## src/source/clint_pkg.sv

```systemverilog
// clint package: bus channel structs, register write command, select codes and address map
package clint_pkg;

  localparam int unsigned ADDR_W     = 32;
  localparam int unsigned DATA_W     = 64;
  localparam int unsigned ID_W       = 4;
  localparam int unsigned MAX_HARTS  = 16;
  localparam int unsigned HART_IDX_W = 4;

  // standard clint layout
  localparam logic [ADDR_W-1:0] CLINT_BASE      = 32'h0200_0000;
  localparam logic [ADDR_W-1:0] MSIP_OFFSET     = 32'h0000_0000;
  localparam logic [ADDR_W-1:0] MTIMECMP_OFFSET = 32'h0000_4000;
  localparam logic [ADDR_W-1:0] MTIME_OFFSET    = 32'h0000_bff8;

  localparam logic [1:0] RESP_OKAY   = 2'b00;
  localparam logic [1:0] RESP_SLVERR = 2'b10;

  typedef enum logic [1:0] {
    SEL_NONE     = 2'd0,
    SEL_MSIP     = 2'd1,
    SEL_MTIMECMP = 2'd2,
    SEL_MTIME    = 2'd3
  } clint_sel_e;

  // address channels, shared by aw and ar
  typedef struct packed {
    logic [ID_W-1:0]   id;
    logic [ADDR_W-1:0] addr;
  } axi_aw_t;

  typedef struct packed {
    logic [ID_W-1:0]   id;
    logic [ADDR_W-1:0] addr;
  } axi_ar_t;

  typedef struct packed {
    logic [DATA_W-1:0]   data;
    logic [DATA_W/8-1:0] strb;
  } axi_w_t;

  typedef struct packed {
    logic [ID_W-1:0] id;
    logic [1:0]      resp;
  } axi_b_t;

  typedef struct packed {
    logic [ID_W-1:0]   id;
    logic [DATA_W-1:0] data;
    logic [1:0]        resp;
  } axi_r_t;

  // one-cycle write pulse from controller to the register blocks
  typedef struct packed {
    logic                  en;
    clint_sel_e            sel;
    logic [HART_IDX_W-1:0] hart;
    logic [DATA_W-1:0]     data;
    logic [DATA_W/8-1:0]   strb;
  } reg_wr_t;

  // byte strobes expanded to a bit mask
  function automatic logic [DATA_W-1:0] strb_mask(input logic [DATA_W/8-1:0] strb);
    logic [DATA_W-1:0] mask;
    for (int i = 0; i < DATA_W / 8; i++) begin
      mask[8*i +: 8] = {8{strb[i]}};
    end
    return mask;
  endfunction

endpackage

```

## src/source/clint_bus_ctrl.sv

```systemverilog
// clint bus controller: single-beat AXI slave handshakes, address decode and read data mux
`timescale 1ns/1ps

module clint_bus_ctrl #(
  parameter int unsigned NUM_HARTS = 2
) (
  input  logic                                          clk,
  input  logic                                          rst,
  input  logic                                          aw_valid_i,
  input  clint_pkg::axi_aw_t                            aw_i,
  output logic                                          aw_ready_o,
  input  logic                                          w_valid_i,
  input  clint_pkg::axi_w_t                             w_i,
  output logic                                          w_ready_o,
  output logic                                          b_valid_o,
  output clint_pkg::axi_b_t                             b_o,
  input  logic                                          b_ready_i,
  input  logic                                          ar_valid_i,
  input  clint_pkg::axi_ar_t                            ar_i,
  output logic                                          ar_ready_o,
  output logic                                          r_valid_o,
  output clint_pkg::axi_r_t                             r_o,
  input  logic                                          r_ready_i,
  output clint_pkg::reg_wr_t                            wr_cmd_o,
  input  logic [clint_pkg::DATA_W-1:0]                  mtime_i,
  input  logic [NUM_HARTS-1:0][clint_pkg::DATA_W-1:0]   mtimecmp_i,
  input  logic [NUM_HARTS-1:0][31:0]                    msip_i
);
  import clint_pkg::*;

  typedef struct packed {
    clint_sel_e            sel;
    logic [HART_IDX_W-1:0] hart;
  } dec_t;

  typedef enum logic [1:0] {W_IDLE, W_DATA, W_RESP} w_state_e;
  typedef enum logic {R_IDLE, R_RESP} r_state_e;

  w_state_e w_state_q;
  w_state_e w_state_d;
  r_state_e r_state_q;
  r_state_e r_state_d;
  logic     aw_hs;
  logic     w_hs;
  logic     b_hs;
  logic     ar_hs;
  logic     r_hs;
  dec_t     aw_dec;
  dec_t     ar_dec;
  dec_t     wr_dec_q;

  // gaps, misaligned offsets and harts past NUM_HARTS give SEL_NONE
  function automatic dec_t decode(input logic [ADDR_W-1:0] addr);
    logic [ADDR_W-1:0] off;
    dec_t              dec;
    off      = addr - CLINT_BASE;
    dec.sel  = SEL_NONE;
    dec.hart = '0;
    if (addr >= CLINT_BASE) begin
      if (off >= MSIP_OFFSET && off < MSIP_OFFSET + ADDR_W'(4 * NUM_HARTS) &&
          off[1:0] == 2'b00) begin
        dec.sel  = SEL_MSIP;
        dec.hart = HART_IDX_W'((off - MSIP_OFFSET) >> 2);
      end else if (off >= MTIMECMP_OFFSET &&
                   off < MTIMECMP_OFFSET + ADDR_W'(8 * NUM_HARTS) &&
                   off[2:0] == 3'b000) begin
        dec.sel  = SEL_MTIMECMP;
        dec.hart = HART_IDX_W'((off - MTIMECMP_OFFSET) >> 3);
      end else if (off == MTIME_OFFSET) begin
        dec.sel = SEL_MTIME;
      end
    end
    return dec;
  endfunction

  function automatic logic [DATA_W-1:0] rd_value(input dec_t dec);
    logic [DATA_W-1:0] val;
    case (dec.sel)
      SEL_MSIP:     val = {32'b0, msip_i[dec.hart]};
      SEL_MTIMECMP: val = mtimecmp_i[dec.hart];
      SEL_MTIME:    val = mtime_i;
      default:      val = '0;
    endcase
    return val;
  endfunction

  function automatic logic [1:0] resp_of(input dec_t dec);
    return (dec.sel == SEL_NONE) ? RESP_SLVERR : RESP_OKAY;
  endfunction

  assign aw_hs = aw_valid_i & aw_ready_o;
  assign w_hs  = w_valid_i & w_ready_o;
  assign b_hs  = b_valid_o & b_ready_i;
  assign ar_hs = ar_valid_i & ar_ready_o;
  assign r_hs  = r_valid_o & r_ready_i;

  assign aw_dec = decode(aw_i.addr);
  assign ar_dec = decode(ar_i.addr);

  always_comb begin
    w_state_d = w_state_q;
    case (w_state_q)
      W_IDLE:  if (aw_hs) w_state_d = W_DATA;
      W_DATA:  if (w_hs) w_state_d = W_RESP;
      W_RESP:  if (b_hs) w_state_d = W_IDLE;
      default: w_state_d = W_IDLE;
    endcase
  end

  always_comb begin
    r_state_d = r_state_q;
    case (r_state_q)
      R_IDLE:  if (ar_hs) r_state_d = R_RESP;
      R_RESP:  if (r_hs) r_state_d = R_IDLE;
      default: r_state_d = R_IDLE;
    endcase
  end

  // handshake outputs are registered from the next state
  always_ff @(posedge clk) begin
    if (rst) begin
      w_state_q  <= W_IDLE;
      r_state_q  <= R_IDLE;
      aw_ready_o <= 1'b0;
      w_ready_o  <= 1'b0;
      b_valid_o  <= 1'b0;
      ar_ready_o <= 1'b0;
      r_valid_o  <= 1'b0;
    end else begin
      w_state_q  <= w_state_d;
      r_state_q  <= r_state_d;
      aw_ready_o <= (w_state_d == W_IDLE);
      w_ready_o  <= (w_state_d == W_DATA);
      b_valid_o  <= (w_state_d == W_RESP);
      ar_ready_o <= (r_state_d == R_IDLE);
      r_valid_o  <= (r_state_d == R_RESP);
    end
  end

  always_ff @(posedge clk) begin
    if (aw_hs) begin
      wr_dec_q <= aw_dec;
      b_o.id   <= aw_i.id;
      b_o.resp <= resp_of(aw_dec);
    end
    // read value captured at the address handshake
    if (ar_hs) begin
      r_o.id   <= ar_i.id;
      r_o.data <= rd_value(ar_dec);
      r_o.resp <= resp_of(ar_dec);
    end
  end

  assign wr_cmd_o.en   = w_hs;
  assign wr_cmd_o.sel  = wr_dec_q.sel;
  assign wr_cmd_o.hart = wr_dec_q.hart;
  assign wr_cmd_o.data = w_i.data;
  assign wr_cmd_o.strb = w_i.strb;

endmodule

```

## src/source/clint_cmp_bank.sv

```systemverilog
// clint mtimecmp bank: per-hart compare registers and registered timer interrupts
`timescale 1ns/1ps

module clint_cmp_bank #(
  parameter int unsigned NUM_HARTS = 2
) (
  input  logic                                        clk,
  input  logic                                        rst,
  input  clint_pkg::reg_wr_t                          wr_cmd_i,
  input  logic [clint_pkg::DATA_W-1:0]                mtime_i,
  output logic [NUM_HARTS-1:0][clint_pkg::DATA_W-1:0] mtimecmp_o,
  output logic [NUM_HARTS-1:0]                        mtip_irq_o
);
  import clint_pkg::*;

  logic [NUM_HARTS-1:0][DATA_W-1:0] mtimecmp_q;
  logic [NUM_HARTS-1:0]             hit;
  logic [DATA_W-1:0]                wr_mask;

  assign wr_mask = strb_mask(wr_cmd_i.strb);

  always_comb begin
    for (int h = 0; h < NUM_HARTS; h++) begin
      hit[h] = wr_cmd_i.en && (wr_cmd_i.sel == SEL_MTIMECMP) &&
               (wr_cmd_i.hart == HART_IDX_W'(h));
    end
  end

  // all ones keeps the timer interrupt quiet out of reset
  always_ff @(posedge clk) begin
    if (rst) begin
      mtimecmp_q <= '1;
      mtip_irq_o <= '0;
    end else begin
      for (int h = 0; h < NUM_HARTS; h++) begin
        if (hit[h]) begin
          mtimecmp_q[h] <= (mtimecmp_q[h] & ~wr_mask) | (wr_cmd_i.data & wr_mask);
        end
        // compare against the value held this cycle
        mtip_irq_o[h] <= (mtime_i >= mtimecmp_q[h]);
      end
    end
  end

  assign mtimecmp_o = mtimecmp_q;

endmodule

```

## src/source/clint_msip_bank.sv

```systemverilog
// clint msip bank: per-hart software interrupt registers with byte strobes
`timescale 1ns/1ps

module clint_msip_bank #(
  parameter int unsigned NUM_HARTS = 2
) (
  input  logic                       clk,
  input  logic                       rst,
  input  clint_pkg::reg_wr_t         wr_cmd_i,
  output logic [NUM_HARTS-1:0][31:0] msip_o,
  output logic [NUM_HARTS-1:0]       msip_irq_o
);
  import clint_pkg::*;

  logic [NUM_HARTS-1:0][31:0] msip_q;
  logic [NUM_HARTS-1:0]       hit;
  logic [DATA_W-1:0]          wr_mask;

  // only the low word of the bus is kept
  assign wr_mask = strb_mask(wr_cmd_i.strb);

  always_comb begin
    for (int h = 0; h < NUM_HARTS; h++) begin
      hit[h] = wr_cmd_i.en && (wr_cmd_i.sel == SEL_MSIP) &&
               (wr_cmd_i.hart == HART_IDX_W'(h));
    end
  end

  always_ff @(posedge clk) begin
    if (rst) begin
      msip_q <= '0;
    end else begin
      for (int h = 0; h < NUM_HARTS; h++) begin
        if (hit[h]) begin
          msip_q[h] <= (msip_q[h] & ~wr_mask[31:0]) | (wr_cmd_i.data[31:0] & wr_mask[31:0]);
        end
      end
    end
  end

  always_comb begin
    for (int h = 0; h < NUM_HARTS; h++) begin
      msip_irq_o[h] = msip_q[h][0];
    end
  end

  assign msip_o = msip_q;

endmodule

```

## src/source/clint_mtime.sv

```systemverilog
// clint mtime: shared free-running timer with byte-strobed loads
`timescale 1ns/1ps

module clint_mtime #(
  parameter int unsigned MTIME_STEP = 1
) (
  input  logic                         clk,
  input  logic                         rst,
  input  clint_pkg::reg_wr_t           wr_cmd_i,
  output logic [clint_pkg::DATA_W-1:0] mtime_o
);
  import clint_pkg::*;

  logic [DATA_W-1:0] mtime_q;
  logic [DATA_W-1:0] wr_mask;
  logic              load;

  assign load    = wr_cmd_i.en && (wr_cmd_i.sel == SEL_MTIME);
  assign wr_mask = strb_mask(wr_cmd_i.strb);

  // a load replaces the step for that cycle
  always_ff @(posedge clk) begin
    if (rst) begin
      mtime_q <= '0;
    end else if (load) begin
      mtime_q <= (mtime_q & ~wr_mask) | (wr_cmd_i.data & wr_mask);
    end else begin
      mtime_q <= mtime_q + DATA_W'(MTIME_STEP);
    end
  end

  assign mtime_o = mtime_q;

endmodule

```

## src/source/clint_top.sv

```systemverilog
// clint top: AXI slave controller joined to the mtime, mtimecmp and msip blocks
`timescale 1ns/1ps

module clint_top #(
  parameter int unsigned NUM_HARTS  = 2,
  parameter int unsigned MTIME_STEP = 1
) (
  input  logic                 clk,
  input  logic                 rst,
  input  logic                 aw_valid_i,
  input  clint_pkg::axi_aw_t   aw_i,
  output logic                 aw_ready_o,
  input  logic                 w_valid_i,
  input  clint_pkg::axi_w_t    w_i,
  output logic                 w_ready_o,
  output logic                 b_valid_o,
  output clint_pkg::axi_b_t    b_o,
  input  logic                 b_ready_i,
  input  logic                 ar_valid_i,
  input  clint_pkg::axi_ar_t   ar_i,
  output logic                 ar_ready_o,
  output logic                 r_valid_o,
  output clint_pkg::axi_r_t    r_o,
  input  logic                 r_ready_i,
  output logic [NUM_HARTS-1:0] msip_irq_o,
  output logic [NUM_HARTS-1:0] mtip_irq_o
);
  import clint_pkg::*;

  reg_wr_t                          wr_cmd;
  logic [DATA_W-1:0]                mtime;
  logic [NUM_HARTS-1:0][DATA_W-1:0] mtimecmp;
  logic [NUM_HARTS-1:0][31:0]       msip;

  // hart count must fit the decoder's index width
  if (NUM_HARTS < 1 || NUM_HARTS > MAX_HARTS) begin : g_hart_check
    $error("clint_top: NUM_HARTS out of range");
  end

  clint_bus_ctrl #(
    .NUM_HARTS (NUM_HARTS)
  ) i_bus_ctrl (
    .clk        (clk),
    .rst        (rst),
    .aw_valid_i (aw_valid_i),
    .aw_i       (aw_i),
    .aw_ready_o (aw_ready_o),
    .w_valid_i  (w_valid_i),
    .w_i        (w_i),
    .w_ready_o  (w_ready_o),
    .b_valid_o  (b_valid_o),
    .b_o        (b_o),
    .b_ready_i  (b_ready_i),
    .ar_valid_i (ar_valid_i),
    .ar_i       (ar_i),
    .ar_ready_o (ar_ready_o),
    .r_valid_o  (r_valid_o),
    .r_o        (r_o),
    .r_ready_i  (r_ready_i),
    .wr_cmd_o   (wr_cmd),
    .mtime_i    (mtime),
    .mtimecmp_i (mtimecmp),
    .msip_i     (msip)
  );

  clint_mtime #(
    .MTIME_STEP (MTIME_STEP)
  ) i_mtime (
    .clk      (clk),
    .rst      (rst),
    .wr_cmd_i (wr_cmd),
    .mtime_o  (mtime)
  );

  clint_cmp_bank #(
    .NUM_HARTS (NUM_HARTS)
  ) i_cmp_bank (
    .clk        (clk),
    .rst        (rst),
    .wr_cmd_i   (wr_cmd),
    .mtime_i    (mtime),
    .mtimecmp_o (mtimecmp),
    .mtip_irq_o (mtip_irq_o)
  );

  clint_msip_bank #(
    .NUM_HARTS (NUM_HARTS)
  ) i_msip_bank (
    .clk        (clk),
    .rst        (rst),
    .wr_cmd_i   (wr_cmd),
    .msip_o     (msip),
    .msip_irq_o (msip_irq_o)
  );

endmodule

```

## config.mk

```make
export PLATFORM = sky130hd
export DESIGN_NAME = clint_top
export DESIGN_NICKNAME = d
export VERILOG_FILES = /design/src/source/clint_pkg.sv /design/src/source/clint_bus_ctrl.sv /design/src/source/clint_cmp_bank.sv /design/src/source/clint_msip_bank.sv /design/src/source/clint_mtime.sv /design/src/source/clint_top.sv
export SDC_FILE = /design/constraint.sdc
export NUM_CORES = 1
export LEC_CHECK = 0
export ABC_AREA = 1
export BUFFER_PORTS_ARGS = -buffer_cell sky130_fd_sc_hd__buf_2
export CAP_MARGIN = 25
export CORE_ASPECT_RATIO = 0.8
export CORE_MARGIN = 8
export CORE_UTILIZATION = 54
export DETAILED_ROUTE_END_ITERATION = 6
export PLACE_DENSITY = 0.78
export SETUP_SLACK_MARGIN = 0.15
export SYNTH_ARGS = -nofsm -noshare
export SYNTH_HDL_FRONTEND = slang
export SYNTH_SLANG_ARGS = --single-unit
```

## constraint.sdc

```tcl
create_clock -name clk -period 2.1 [get_ports clk]
set_input_delay 0.21 -clock clk [delete_from_list [all_inputs] [get_ports clk]]
set_output_delay 0.21 -clock clk [all_outputs]
set_load 0.03 [all_outputs]
```

**Word level (Yosys, flattened, before mapping)**

Cells that the tools add are included.

- Word-level logic and storage cells: 120
- Register bits after elaboration: 347
- Input port bits: 151

- Reduce and logical (&&, ||, !) cells: 24
- Muxes and demuxes: 25
- Eq/ne operators: 13
- Bitwise logic cells: 21
- $add $sub $neg: 5
- Magnitude comparators: 13

Operators by type and width:

| kind | number |
|---|---|
| AND 64 bit | 4 |
| two-way mux 64 bit | 3 |
| OR 64 bit | 3 |
| case mux 64 bit (3 select lines) | 1 |
| >= comparator 64 bit | 2 |
| AND 32 bit | 3 |
| adder 64 x 1 -> 64 bit (second input constant) | 1 |
| equality test 32 x 16 -> 1 bit (second input constant) | 2 |
| >= comparator 32 x 1 -> 1 bit (second input constant) | 2 |
| >= comparator 32 x 15 -> 1 bit (second input constant) | 2 |
| >= comparator 32 x 26 -> 1 bit (second input constant) | 2 |
| < comparator 32 x 15 -> 1 bit (second input constant) | 2 |
| < comparator 32 x 4 -> 1 bit (second input constant) | 2 |
| two-way mux 32 bit | 2 |
| inverter 64 bit | 1 |
| OR 32 bit | 2 |
| subtractor 32 x 26 -> 32 bit (second input constant) | 2 |
| inverter 32 bit | 1 |
| two-way mux 6 bit | 4 |
| two-way mux 2 bit | 9 |
| logical AND 1 bit | 15 |
| subtractor 7 x 1 -> 7 bit (second input constant) | 2 |
| equality test 2 bit (second input constant) | 6 |
| zero test 2 bit | 6 |
| other kinds (11) | 22 |

**Longest topological paths before layout**

Gate-level depths: netlist (run 1).

- Depth in word-level cells: 10
- Gate-level depth with buffers: 17
- Mapped depth without buffers: 17

**Modules after synthesis**

Synthesis (run 1) repeated with hierarchy kept, for this count alone.

- Cells, all modules: 3260
- Area, all modules: 22482.8 um^2

By module, submodules not included:

| module | cells an instance | times used | area each (um^2) |
|---|---|---|---|
| clint_cmp_bank | 1012 | 1 | 7942.6 |
| clint_bus_ctrl | 901 | 1 | 6453.7 |
| clint_mtime | 880 | 1 | 4926.0 |
| clint_msip_bank | 467 | 1 | 3160.5 |

**Least setup slack after synthesis (run 1)**

OpenSTA, ideal clock, no wires.

- Path kind: register to register
- Start point: register i_bus_ctrl.ar_ready_o
- End point: register i_bus_ctrl.ar_ready_o
- Arrival time: 2.343 ns
- Cell stages (with the launch flop): 6
- Setup slack: -0.371 ns
- Library setup time: 0.128 ns
- Data required time: 1.972 ns
- Path through: dfxtp_1 > nand2_1 > inv_1 > o21ai_0 > inv_1 > nor2_1

- Cells in the longest elaborated chain, start to end: 4

Ends and longest elaborated chain:

| item | line | source |
|---|---|---|
| from (decl) | clint_bus_ctrl.sv:20 | `output logic ar_ready_o,` |
| from (signal assigned) | clint_bus_ctrl.sv:135 | `ar_ready_o <= (r_state_d == R_IDLE);` |
| AND 1 bit | clint_bus_ctrl.sv:94 | `assign ar_hs = ar_valid_i & ar_ready_o;` |
| via i_bus_ctrl.ar_hs | clint_bus_ctrl.sv:46 | `logic ar_hs;` |
| two-way mux 1 bit | clint_bus_ctrl.sv:113 | `R_IDLE: if (ar_hs) r_state_d = R_RESP;` |
| case mux 1 bit (2 select lines) | clint_bus_ctrl.sv:112 | `case (r_state_q)` |
| inverter 1 bit | clint_bus_ctrl.sv:135 |  |

The timed path passes the listed nets, and every way through them passes these cells.
A chain may end at the register's enable or synchronous reset.

==> out/results.ini, run 1 <==
[clock_tree]
clkTransAtPathRegs_ns=0.07
cts_tree=done
htreeDepth=2
cts_made_buffers=38
cts-root-buf=clkbuf_16
clk_latency_ns=0.54
cts.sinks=345
clockBufferDepth=3

[worst_setup_path]
path_class=flip-flop to flip-flop
cp-end-kind=flip-flop
cp.required_ns=2.48
cpMostUsedCell=nand2_1
start_kind=flip-flop
path_delay_family=simple AND/OR/NAND/NOR gates
crit_buf_inv=1
worst_path_max_delay_cell=dfxtp_2
reg2regPathDepth=11
path_max_fanout=7
slowest_delay_ns=0.45
crit_chain=nand2_1, nor2_1, buf_4, nand2_1, nor2_2, and2_1, nand3_1, nand2_1, nand2_1, a21oi_1, nor2_1
rrSetupSlack_ns=0.19
arrival_ns=2.29

[detailed_routing]
met3WireLength_mm=6.26
m1WireLength_mm=28.1
wl_mm=66.7
first_pass_iters=6
drt_iter0_drc=2025
viasPerCell=5.76
post-route-drc-count=0
vias=20800
highest_layer=met4
routed-wl-met2_mm=30.6
wire_per_inst_um=18.5
ant_nets=0

[timing]
hold_ws_ns=0.0241
slew_headroom=0.498
min_period_ns=1.91
final.setup.tns_ns=0
max_freq_mhz=524
setup_ws_ns=0.193
finClkSkew_ns=0.0201
setup_viol=0
min_period_over_period=0.908
rsz0062_at_grt=true
tightest_slew_ns=0.752
hold_viol_final=0
drv_slew=0

[synth]
synthFlopType=dfxtp_1
synth.distinct_cells=48
yosysWarnings=0
yosys_register_bits=345
netlist_area_um2=20300
synth_edf_count=80
ys_top_cells_by_area=dfxtp_1 (26%), nand2_1 (12%), edfxtp_1 (12%)
avgSynthCellArea_um2=7.35
synth_seq_area_share=0.380
synth_most_common_cell=nand2_1
synthArstFlopShare=0
syn-instance-count=2757
yosys.area.top_type=dfxtp_1
synth_top_area_share=0.262
synth_commonest_cells=nand2_1 (673), inv_1 (330), nand3_1 (289)

[floorplanning]
fp.dieH_um=189
dieArea_um2=44000
die_w_um=233
coreArea_um2=37000
start_util=0.547
num_rows=63
io_pins=236

[placement]
gp_congestion=0.975
place_ws_ns=-0.0234
port_buffers=233
dp_hpwl_mm=49.4

[min_path]
hp-start=w_i[14]
holdPathStages=3
min_path_type=input pin to flip-flop

[cells_and_area]
fin_nets=3373
area_growth_pct=21.4
drive_gt1_frac=0.182

[pwr]
p_leak_nw=11.0
power_density_nw_per_um2=581
fin_total_pwr_mw=14.3
ir_drop_uv=472

[grt]
grt_first_pass_wirelength_mm=107
grt_pass1_vias=20600
grt_max_degree=70
grt_overflow=0
antenna_found_initial=1
groute.usage.overall=0.294

[flow_run]
cap_viol_max_count=0

[outcome]
outcome=finished clean

## placed cells by master, fill, tap and decap left out, types with 6 or more instances in the layout
cell type,n
xnor2_1,10
nand2_2,26
a21oi_2,8
clkbuf_16,39
o211ai_1,101
buf_4,107
o211ai_2,6
nor3_1,18
edfxtp_1,80
nor2_1,197
buf_2,233
o22ai_1,32
o221ai_1,23
o21a_1,6
a21oi_1,152
nor3_2,7
o21ai_0,106
inv_1,327
dfxtp_1,241
dlygate4sd3_1,58
clkbuf_1,17
nand2_1,662
buf_12,16
ha_1,129
nor2_8,6
dfxtp_2,23
a31oi_1,26
nor4_1,8
nor2_2,26
nand3_1,279
xor2_1,27
nor2_4,21
nand3_2,9
nand4_1,32
## worst reg2reg max path, delay by kind of cell, from the launching register on
| family | cells | cell delay (ns) |
|---|---|---|
| AOI/OAI and AO/OA | 1 | 0.13 |
| and+or+nand+nor | 9 | 1.02 |
| buffers and inverters | 1 | 0.14 |
| DFF | 1 | 0.45 |
## metrics by stage
| stage | cell area, µm² | utilization | cells |
|---|---|---|---|
| finish | 24600 | 0.664 | 3607 |
| global route | 24600 | 0.664 | 3607 |
| CTS | 24300 | 0.657 | 3603 |
| detailed placement | 22500 | 0.609 | 3477 |
| global placement | 22500 | 0.609 | 3477 |
| floorplan | 20300 | - | 2761 |
## kinds of logic after synthesis
kind of cell	Yosys count	synth area share
compound gates	471	0.142
xor+xnor	37	0.0160
fa+ha+maj	131	0.0809
buf+inv	459	0.0940
flops	345	0.380
other cells	1	0.000185
simple gates	1313	0.287
## worst max path at each step
| stage | startpoint | cells after the start | endpoint |
|---|---|---|---|
| 6_report | flip-flop | 11 | flip-flop |
| 5_1_grt | flip-flop | 9 | flip-flop |
| 4_1_cts | i_bus_ctrl.w_ready_o | 9 | flip-flop |
| 3_5_place_dp | ar_i[25] | 15 | i_bus_ctrl.r_o[13] |
| 3_3_place_gp | flip-flop | 8 | flip-flop |
| 2_1_floorplan | i_bus_ctrl.ar_ready_o | 5 | i_bus_ctrl.ar_ready_o |
## report_power, final
| group | switching, mW | total, mW | internal [mW] |
|---|---|---|---|
| sequential | 0.0465 | 6.93 | 6.88 |
| clock | 2.77 | 6.39 | 3.62 |
| combinational | 0.653 | 0.983 | 0.330 |
| total | 3.47 | 14.3 | 10.8 |
## metal layers
layer / track usage / vias to the layer above
li1: - / 9894
met4: 0.0875 / 0
met2: 0.476 / 1014
met5: 0 / -
met3: 0.0537 / 145
met1: 0.396 / 9715
## layout make-up
type / instances / area (µm²)
clock inverters: 7 / 41.3
repair buffers: 414 / 2870
inverters: 335 / 1270
clock buffers: 61 / 1110
flip-flops and latches: 345 / 7740
diodes: 1 / 2.50
well taps: 487 / 609
fillers: 3145 / 12400
multi-input cells: 1957 / 11000
## repair_timing
action / 4_1_cts / 5_1_grt
resized for setup: 21 / 70
setup buffers: 0 / 3
endpoints found under the hold margin: 107 / 0
endpoints found under the setup margin: 26 / 67
hold buffers: 58 / 0
pin swaps: 1 / 10
Power figures use the tool's default switching activity.
==> inputs of run 2 (changes only) <==
Settings changed: ABC_AREA 1 to unset, CORE_UTILIZATION 54 to 50, PLACE_DENSITY 0.78 to 0.73.
==> run 2 against run 1 <==
  * The flow now finishes with violations (negative setup slack)
  * Hold slack got worse by 0.0012 ns
  * Cell area is 5.3% higher
  * Clock skew fell by 0.0018 ns
  * First-iteration DRC count fell by 3.9%
  * Maximum frequency fell by 19%
  * Register-to-register slack got worse by 0.44 ns
  * Combinational power rose by 4%
  * Total power is 0.79% higher
  * Count of clock-buffer cells in the layout down 5
  * Clock power increased by 1%
  * Critical path type unchanged
==> out/results.ini, run 2 <==
[detailed_routing]
first_pass_iters=6  ; unchanged
wire_per_inst_um=20.0  ; +8.4%
post-route-drc-count=0  ; unchanged
wl_mm=65.4  ; -2.0%
vias=19300  ; -7.2%
drt_iter0_drc=1946  ; -3.9%
ant_nets=0  ; unchanged
viasPerCell=5.91  ; +2.6%

[synth]
synth_most_common_cell=nand2_1
ys_top_cells_by_area=dfxtp_1 (28%), edfxtp_1 (13%), ha_1 (8.7%)
synth_edf_count=80  ; unchanged
synthFlopType=dfxtp_1
avgSynthCellArea_um2=8.53  ; +16%
synth_commonest_cells=nand2_1 (404), dfxtp_1 (265), a21oi_1 (141)
yosys.area.top_type=dfxtp_1
yosysWarnings=0  ; unchanged
syn-instance-count=2207  ; -20%
yosys_register_bits=345  ; unchanged
synth_seq_area_share=0.409  ; +0.0291
synthArstFlopShare=0  ; unchanged
netlist_area_um2=18800  ; -7.1%
synth.distinct_cells=65  ; +35%
synth_top_area_share=0.282  ; +0.0200

[cells_and_area]
mostFrequentLayoutCells=nand2_1 (399), buf_4 (252), dfxtp_1 (229), buf_2 (229), a21oi_1 (141)
seq_area_um2=7760  ; +0.23%
drive_gt1_frac=0.283  ; +0.101
fillers=2770  ; -12%
utilization=0.698  ; +0.0337
area_growth_pct=37.6
multi_input_area_um2=11100  ; +1.4%
final_common_cell=nand2_1
fin_nets=3024  ; -10%

[clock_tree]
cts_tree=done
clk_latency_ns=0.54  ; about the same
cts.sinks=345  ; unchanged
cts_made_buffers=37  ; -2.6%
htreeDepth=2  ; unchanged
clkTransAtPathRegs_ns=0.06  ; about the same
clockBufferDepth=3  ; unchanged
cts-root-buf=clkbuf_16

[pwr]
power_density_nw_per_um2=556  ; -4.3%
p_sw_mw=3.42  ; -1.4%
ir_drop_uv=482  ; +2.3%
clkPwrFrac=0.449  ; +0.002
fin_total_pwr_mw=14.4  ; +0.79%
p_leak_nw=12.2  ; +10%
sw_frac_of_total=0.237  ; -0.00536
pwr-share-seq=0.479  ; -0.005
internal_power_mw=11.0  ; +1.5%
power_frac_comb=0.071  ; +0.002

[grt]
antenna_found_initial=3  ; +2
grt_overflow=0  ; unchanged
grt_pass1_vias=18700  ; -9.5%
grt_max_degree=140  ; +100%
groute.usage.overall=0.276  ; -0.0176
grt_first_pass_wirelength_mm=99.5  ; -7.0%

[timing]
tightest_slew_ns=0.691  ; -0.0615 ns
setup_viol=29  ; +29
final.setup.tns_ns=-3.47  ; -3.47 ns
rsz0062_at_grt=true
min_period_over_period=1.12  ; +0.208
finClkSkew_ns=0.0183  ; -0.00177 ns
setup_ws_ns=-0.244  ; -0.437 ns
max_freq_mhz=427  ; -19%
slew_headroom=0.535  ; +0.0362
hold_viol_final=0  ; unchanged
min_period_ns=2.34  ; +0.437 ns
drv_slew=0  ; unchanged

[floorplanning]
die_w_um=233  ; +0.15%
start_util=0.507  ; -0.0399
coreArea_um2=37100  ; +0.21%
num_rows=63  ; unchanged
dieArea_um2=44200  ; +0.31%
io_pins=236  ; unchanged
fp.dieH_um=190  ; +0.15%

[placement]
gp_congestion=0.906  ; -7.0%
port_buffers=233  ; unchanged
dp_hpwl_mm=44.9  ; -9.0%
place_ws_ns=-0.479  ; -0.456 ns

[worst_setup_path]
arrival_ns=2.77  ; +0.48 ns
path_class=flip-flop to flip-flop
start_kind=flip-flop
cp-end-kind=flip-flop
cp.required_ns=2.52  ; +0.04 ns
path_max_fanout=6  ; -1

[min_path]
min_path_type=input pin to flip-flop

[outcome]
outcome=finished with violations
violations=negative setup slack

[flow_run]
cap_viol_max_count=0  ; unchanged

[run 2: changes by cell type after synthesis, sizes merged, moves of 94 or more]
cell	before	now
inv	335	140
o211ai	107	13
nor2	250	121
nand2	690	404
mux2i	0	103
nand3	291	98
[run 2: path summary, 6_finish.rpt]
| path | cells past startpoint | endpoint | start | slack [ns] |
|---|---|---|---|---|
| worst max-delay path | 10 | flip-flop | flip-flop | -0.24 |
| worst min-delay path | 3 | flip-flop | w_i[33] | 0.02 |
| worst max register to register | 10 | flip-flop | flip-flop | -0.24 |
| worst min register to register | 2 | flip-flop | flip-flop | 0.45 |
[run 2: metal layers]
metal,up-vias,part of all wire,GRT usage
li1,8987,-,-
met1,9176,0.43,0.384
met2,969,0.45,0.436
met3,132,0.10,0.0531
met4,0,0.026,0.0752
met5,-,0,0
[run 2: final cells by class]
type / count / area share
diodes: 3 / 0.000290
clock buffers: 56 / 0.0421
clock inverters: 12 / 0.00343
inverters: 140 / 0.0206
multi-input cells: 1606 / 0.429
flip-flops and latches: 345 / 0.299
well taps: 487 / 0.0235
repair buffers: 612 / 0.181
[run 2: cells by family (layout without fill, tap and decap cells)]
kind of cell / count (synthesis) / count (layout) / synth area share
AOI/OAI and AO/OA: 424 / 424 / 0.146
xor gates and xnor gates: 8 / 8 / 0.00372
adders and majority gates: 131 / 131 / 0.0870
buffers and inverters: 260 / 820 / 0.0540
DFF: 345 / 345 / 0.409
muxes: 107 / 107 / 0.0571
other: 1 / 8 / 0.000199
and+or+nand+nor: 931 / 931 / 0.242
[run 2: per-stage QoR]
stage               instance area (µm²)  hold slack (ns)  std cells
finish                            25900           0.0229       3261
global route                      25900           0.0125       3260
global placement                  22400            0.386       3061
detailed placement                22400            0.389       3061
CTS                               25100          0.00172       3238
floorplan                         19200            0.309       2211
[run 2: critical path, stage by stage (launching register included)]
cell	delay, ns
dfxtp_2	0.33
buf_6	0.10
nand4_1	0.19
nor4_4	0.40
nand4_4	0.19
buf_12	0.19
buf_4	0.14
buf_4	0.13
nor4_4	0.28
xnor2_1	0.17
o22ai_1	0.10
[run 2: timing repair]
action | in CTS | in global routing
endpoints found under the hold margin | 176 | 0
buffers inserted | 36 | 17
gates cloned | 4 | 3
setup endpoints to repair | 130 | 241
hold buffers | 69 | 0
resized for setup | 104 | 126
pin swaps | 36 | 61
[run 2: power groups by stage]
| stage | combinational [mW] | sequential, mW | clock, mW |
|---|---|---|---|
| after CTS | 0.983 | 6.91 | 6.53 |
| after global placement | 0.852 | 7.05 | 0 |
| after detailed placement | 0.867 | 7.05 | 0 |
| after global routing | 1.08 | 6.91 | 6.79 |
| after floorplan | 0.321 | 7.14 | 0 |
| final | 1.02 | 6.91 | 6.48 |
==> inputs of run 3 (changes only) <==
Settings changed: SETUP_SLACK_MARGIN 0.15 to unset.
==> run 3 against run 2 <==
  * Clock power shrank 4.8%
  * Largest cell class unchanged
  * Global-route usage shrank 0.23 points
  * Die area is the same
  * Sequential share of layout area grew 0.79 points
  * The flow still finishes with violations (negative setup slack)
  * Maximum frequency shrank 1.9%
  * Wire length shrank 1.1%
==> out/results.ini, run 3 (synthesis results as in run 2) <==
[floorplanning]
fp.dieH_um=190  ; unchanged
dieArea_um2=44200  ; unchanged
num_rows=63  ; unchanged
die_w_um=233  ; unchanged
coreArea_um2=37100  ; unchanged
start_util=0.507  ; unchanged
io_pins=236  ; unchanged

[timing]
finClkSkew_ns=0.0130  ; -0.00537 ns
hold_viol_final=0  ; unchanged
max_freq_mhz=419  ; -1.9%
setup_viol=28  ; -3.4%
hold_ws_ns=0.0272  ; +0.00431 ns
rsz0062_at_grt=true
drv_slew=0  ; unchanged
min_period_ns=2.39  ; +0.0451 ns
final.setup.tns_ns=-2.30  ; +1.17 ns
setup_ws_ns=-0.289  ; -0.0451 ns
slew_headroom=0.527  ; -0.00802
tightest_slew_ns=0.710  ; +0.0193 ns
min_period_over_period=1.14  ; +0.0215

[clock_tree]
cts.sinks=345  ; unchanged
clockBufferDepth=3  ; unchanged
cts_made_buffers=37  ; unchanged
clk_latency_ns=0.53  ; about the same
htreeDepth=2  ; unchanged
cts_tree=done
cts-root-buf=clkbuf_16
clkTransAtPathRegs_ns=0.06  ; about the same

[worst_setup_path]
cp-end-kind=flip-flop
cp.required_ns=2.51  ; about the same
arrival_ns=2.80  ; +0.03 ns
start_kind=flip-flop
path_max_fanout=7  ; +1
path_class=flip-flop to flip-flop
rr_endpoint=i_cmp_bank.mtip_irq_o[0]
reg2regPathDepth=10  ; unchanged
rrSetupSlack_ns=-0.29  ; -0.05 ns

[grt]
grt_overflow=0  ; unchanged
grt_pass1_vias=18600  ; -0.20%
busiest_layer=met2
globalRouteMet3Util=0.0533  ; +0.000149
antenna_found_initial=1  ; -2
grt_max_degree=136  ; -2.9%
grt_use_met1=0.389  ; +0.00484
groute.usage.overall=0.274  ; -0.00227
grt_first_pass_wirelength_mm=99.2  ; -0.28%
grt_util_met2=0.422  ; -0.0136

[pwr]
p_leak_nw=11.8  ; -2.8%
power_density_nw_per_um2=559  ; +0.50%
ir_drop_uv=640  ; +33%

[min_path]
hp-start=w_i[39]
holdPathStages=3  ; unchanged
min_path_type=input pin to flip-flop

[placement]
dp_hpwl_mm=45.0  ; +0.16%
port_buffers=233  ; unchanged
gp_congestion=0.941  ; +3.8%

[detailed_routing]
wl_mm=64.7  ; -1.1%
post-route-drc-count=0  ; unchanged
ant_nets=0  ; unchanged
first_pass_iters=5  ; -1
wire_per_inst_um=20.1  ; +0.12%
vias=19100  ; -0.79%
viasPerCell=5.93  ; +0.41%
drt_iter0_drc=2286  ; +17%

[cells_and_area]
mostFrequentLayoutCells=nand2_1 (400), dfxtp_1 (234), buf_2 (232), buf_4 (231), inv_1 (138)
fin_nets=2991  ; -1.1%
multi_input_area_um2=10900  ; -1.6%
area_growth_pct=34.0
drive_gt1_frac=0.265  ; -0.0185
final_common_cell=nand2_1
fillers=2857  ; +3.1%
utilization=0.680  ; -0.0181
seq_area_um2=7760  ; about the same

[outcome]
violations=negative setup slack
outcome=finished with violations

[flow_run]
cap_viol_max_count=0  ; unchanged

-- run 3: changes by cell type in the layout (fill, tap and decap cells not counted), sizes merged, moves of 2 or more --
cell and change:
clkinvlp +2, buf -27, clkinv -5, dlygate4sd3 -4, diode -2
-- run 3: worst max path at each step --
stage                                          end  slack [ns]  cells after the start
after global placement          i_bus_ctrl.r_o[32]       -0.42                      8
after detailed placement        i_bus_ctrl.r_o[37]       -0.47                      8
after global routing      i_cmp_bank.mtip_irq_o[0]       -0.28                     10
final                     i_cmp_bank.mtip_irq_o[0]       -0.29                     10
after CTS                 i_cmp_bank.mtip_irq_o[0]       -0.20                     10
after floorplan                 i_bus_ctrl.r_o[10]       -0.14                      8
-- run 3: cell type report --
cell class | count | area share
Clock inverter | 7 | 0.00149
Tap cell | 487 | 0.0241
Antenna cell | 1 | 0.0000992
Multi-Input combinational cell | 1606 | 0.434
Timing Repair Buffer | 579 | 0.170
Sequential cell | 345 | 0.307
Inverter | 140 | 0.0211
Clock buffer | 57 | 0.0420
-- run 3: per-layer routing --
metal | part of all wire | wire, µm
met4 | 0.022 | 1420
met1 | 0.44 | 28400
met3 | 0.099 | 6420
met5 | 0 | 0
met2 | 0.44 | 28500
-- run 3: through the flow --
step,power [mW],std cells,setup slack [ns],area [µm²]
after global placement,7.92,3056,-0.421,22200
after detailed placement,7.94,3056,-0.467,22200
after floorplan,7.46,2211,-0.136,19000
after CTS,14.1,3202,-0.203,24500
final,14.1,3222,-0.289,25200
after global routing,14.5,3222,-0.280,25200
-- run 3: report_power, final --
part	internal [mW]	switching (mW)
Sequential	6.85	0.0446
Combinational	0.406	0.628
Clock	3.47	2.70
-- run 3: timing repair --
| item | 4_1_cts | 5_1_grt |
|---|---|---|
| setup buffers | 18 | 19 |
| cloned | 0 | 1 |
| setup endpoints to repair | 35 | 67 |
| resized for setup | 94 | 104 |
| hold endpoints to repair | 162 | 0 |
| pin swaps | 52 | 42 |
| hold buffers | 65 | 0 |
-- run 3: critical path, stage by stage (launching register included) --
cell and delay [ns]:
dfxtp_2 0.32, buf_4 0.13, buf_4 0.15, ha_1 0.18, a21oi_1 0.22, o21ai_0 0.19
a22oi_1 0.31, nand4_1 0.26, a31oi_2 0.27, buf_4 0.16, o211ai_1 0.08
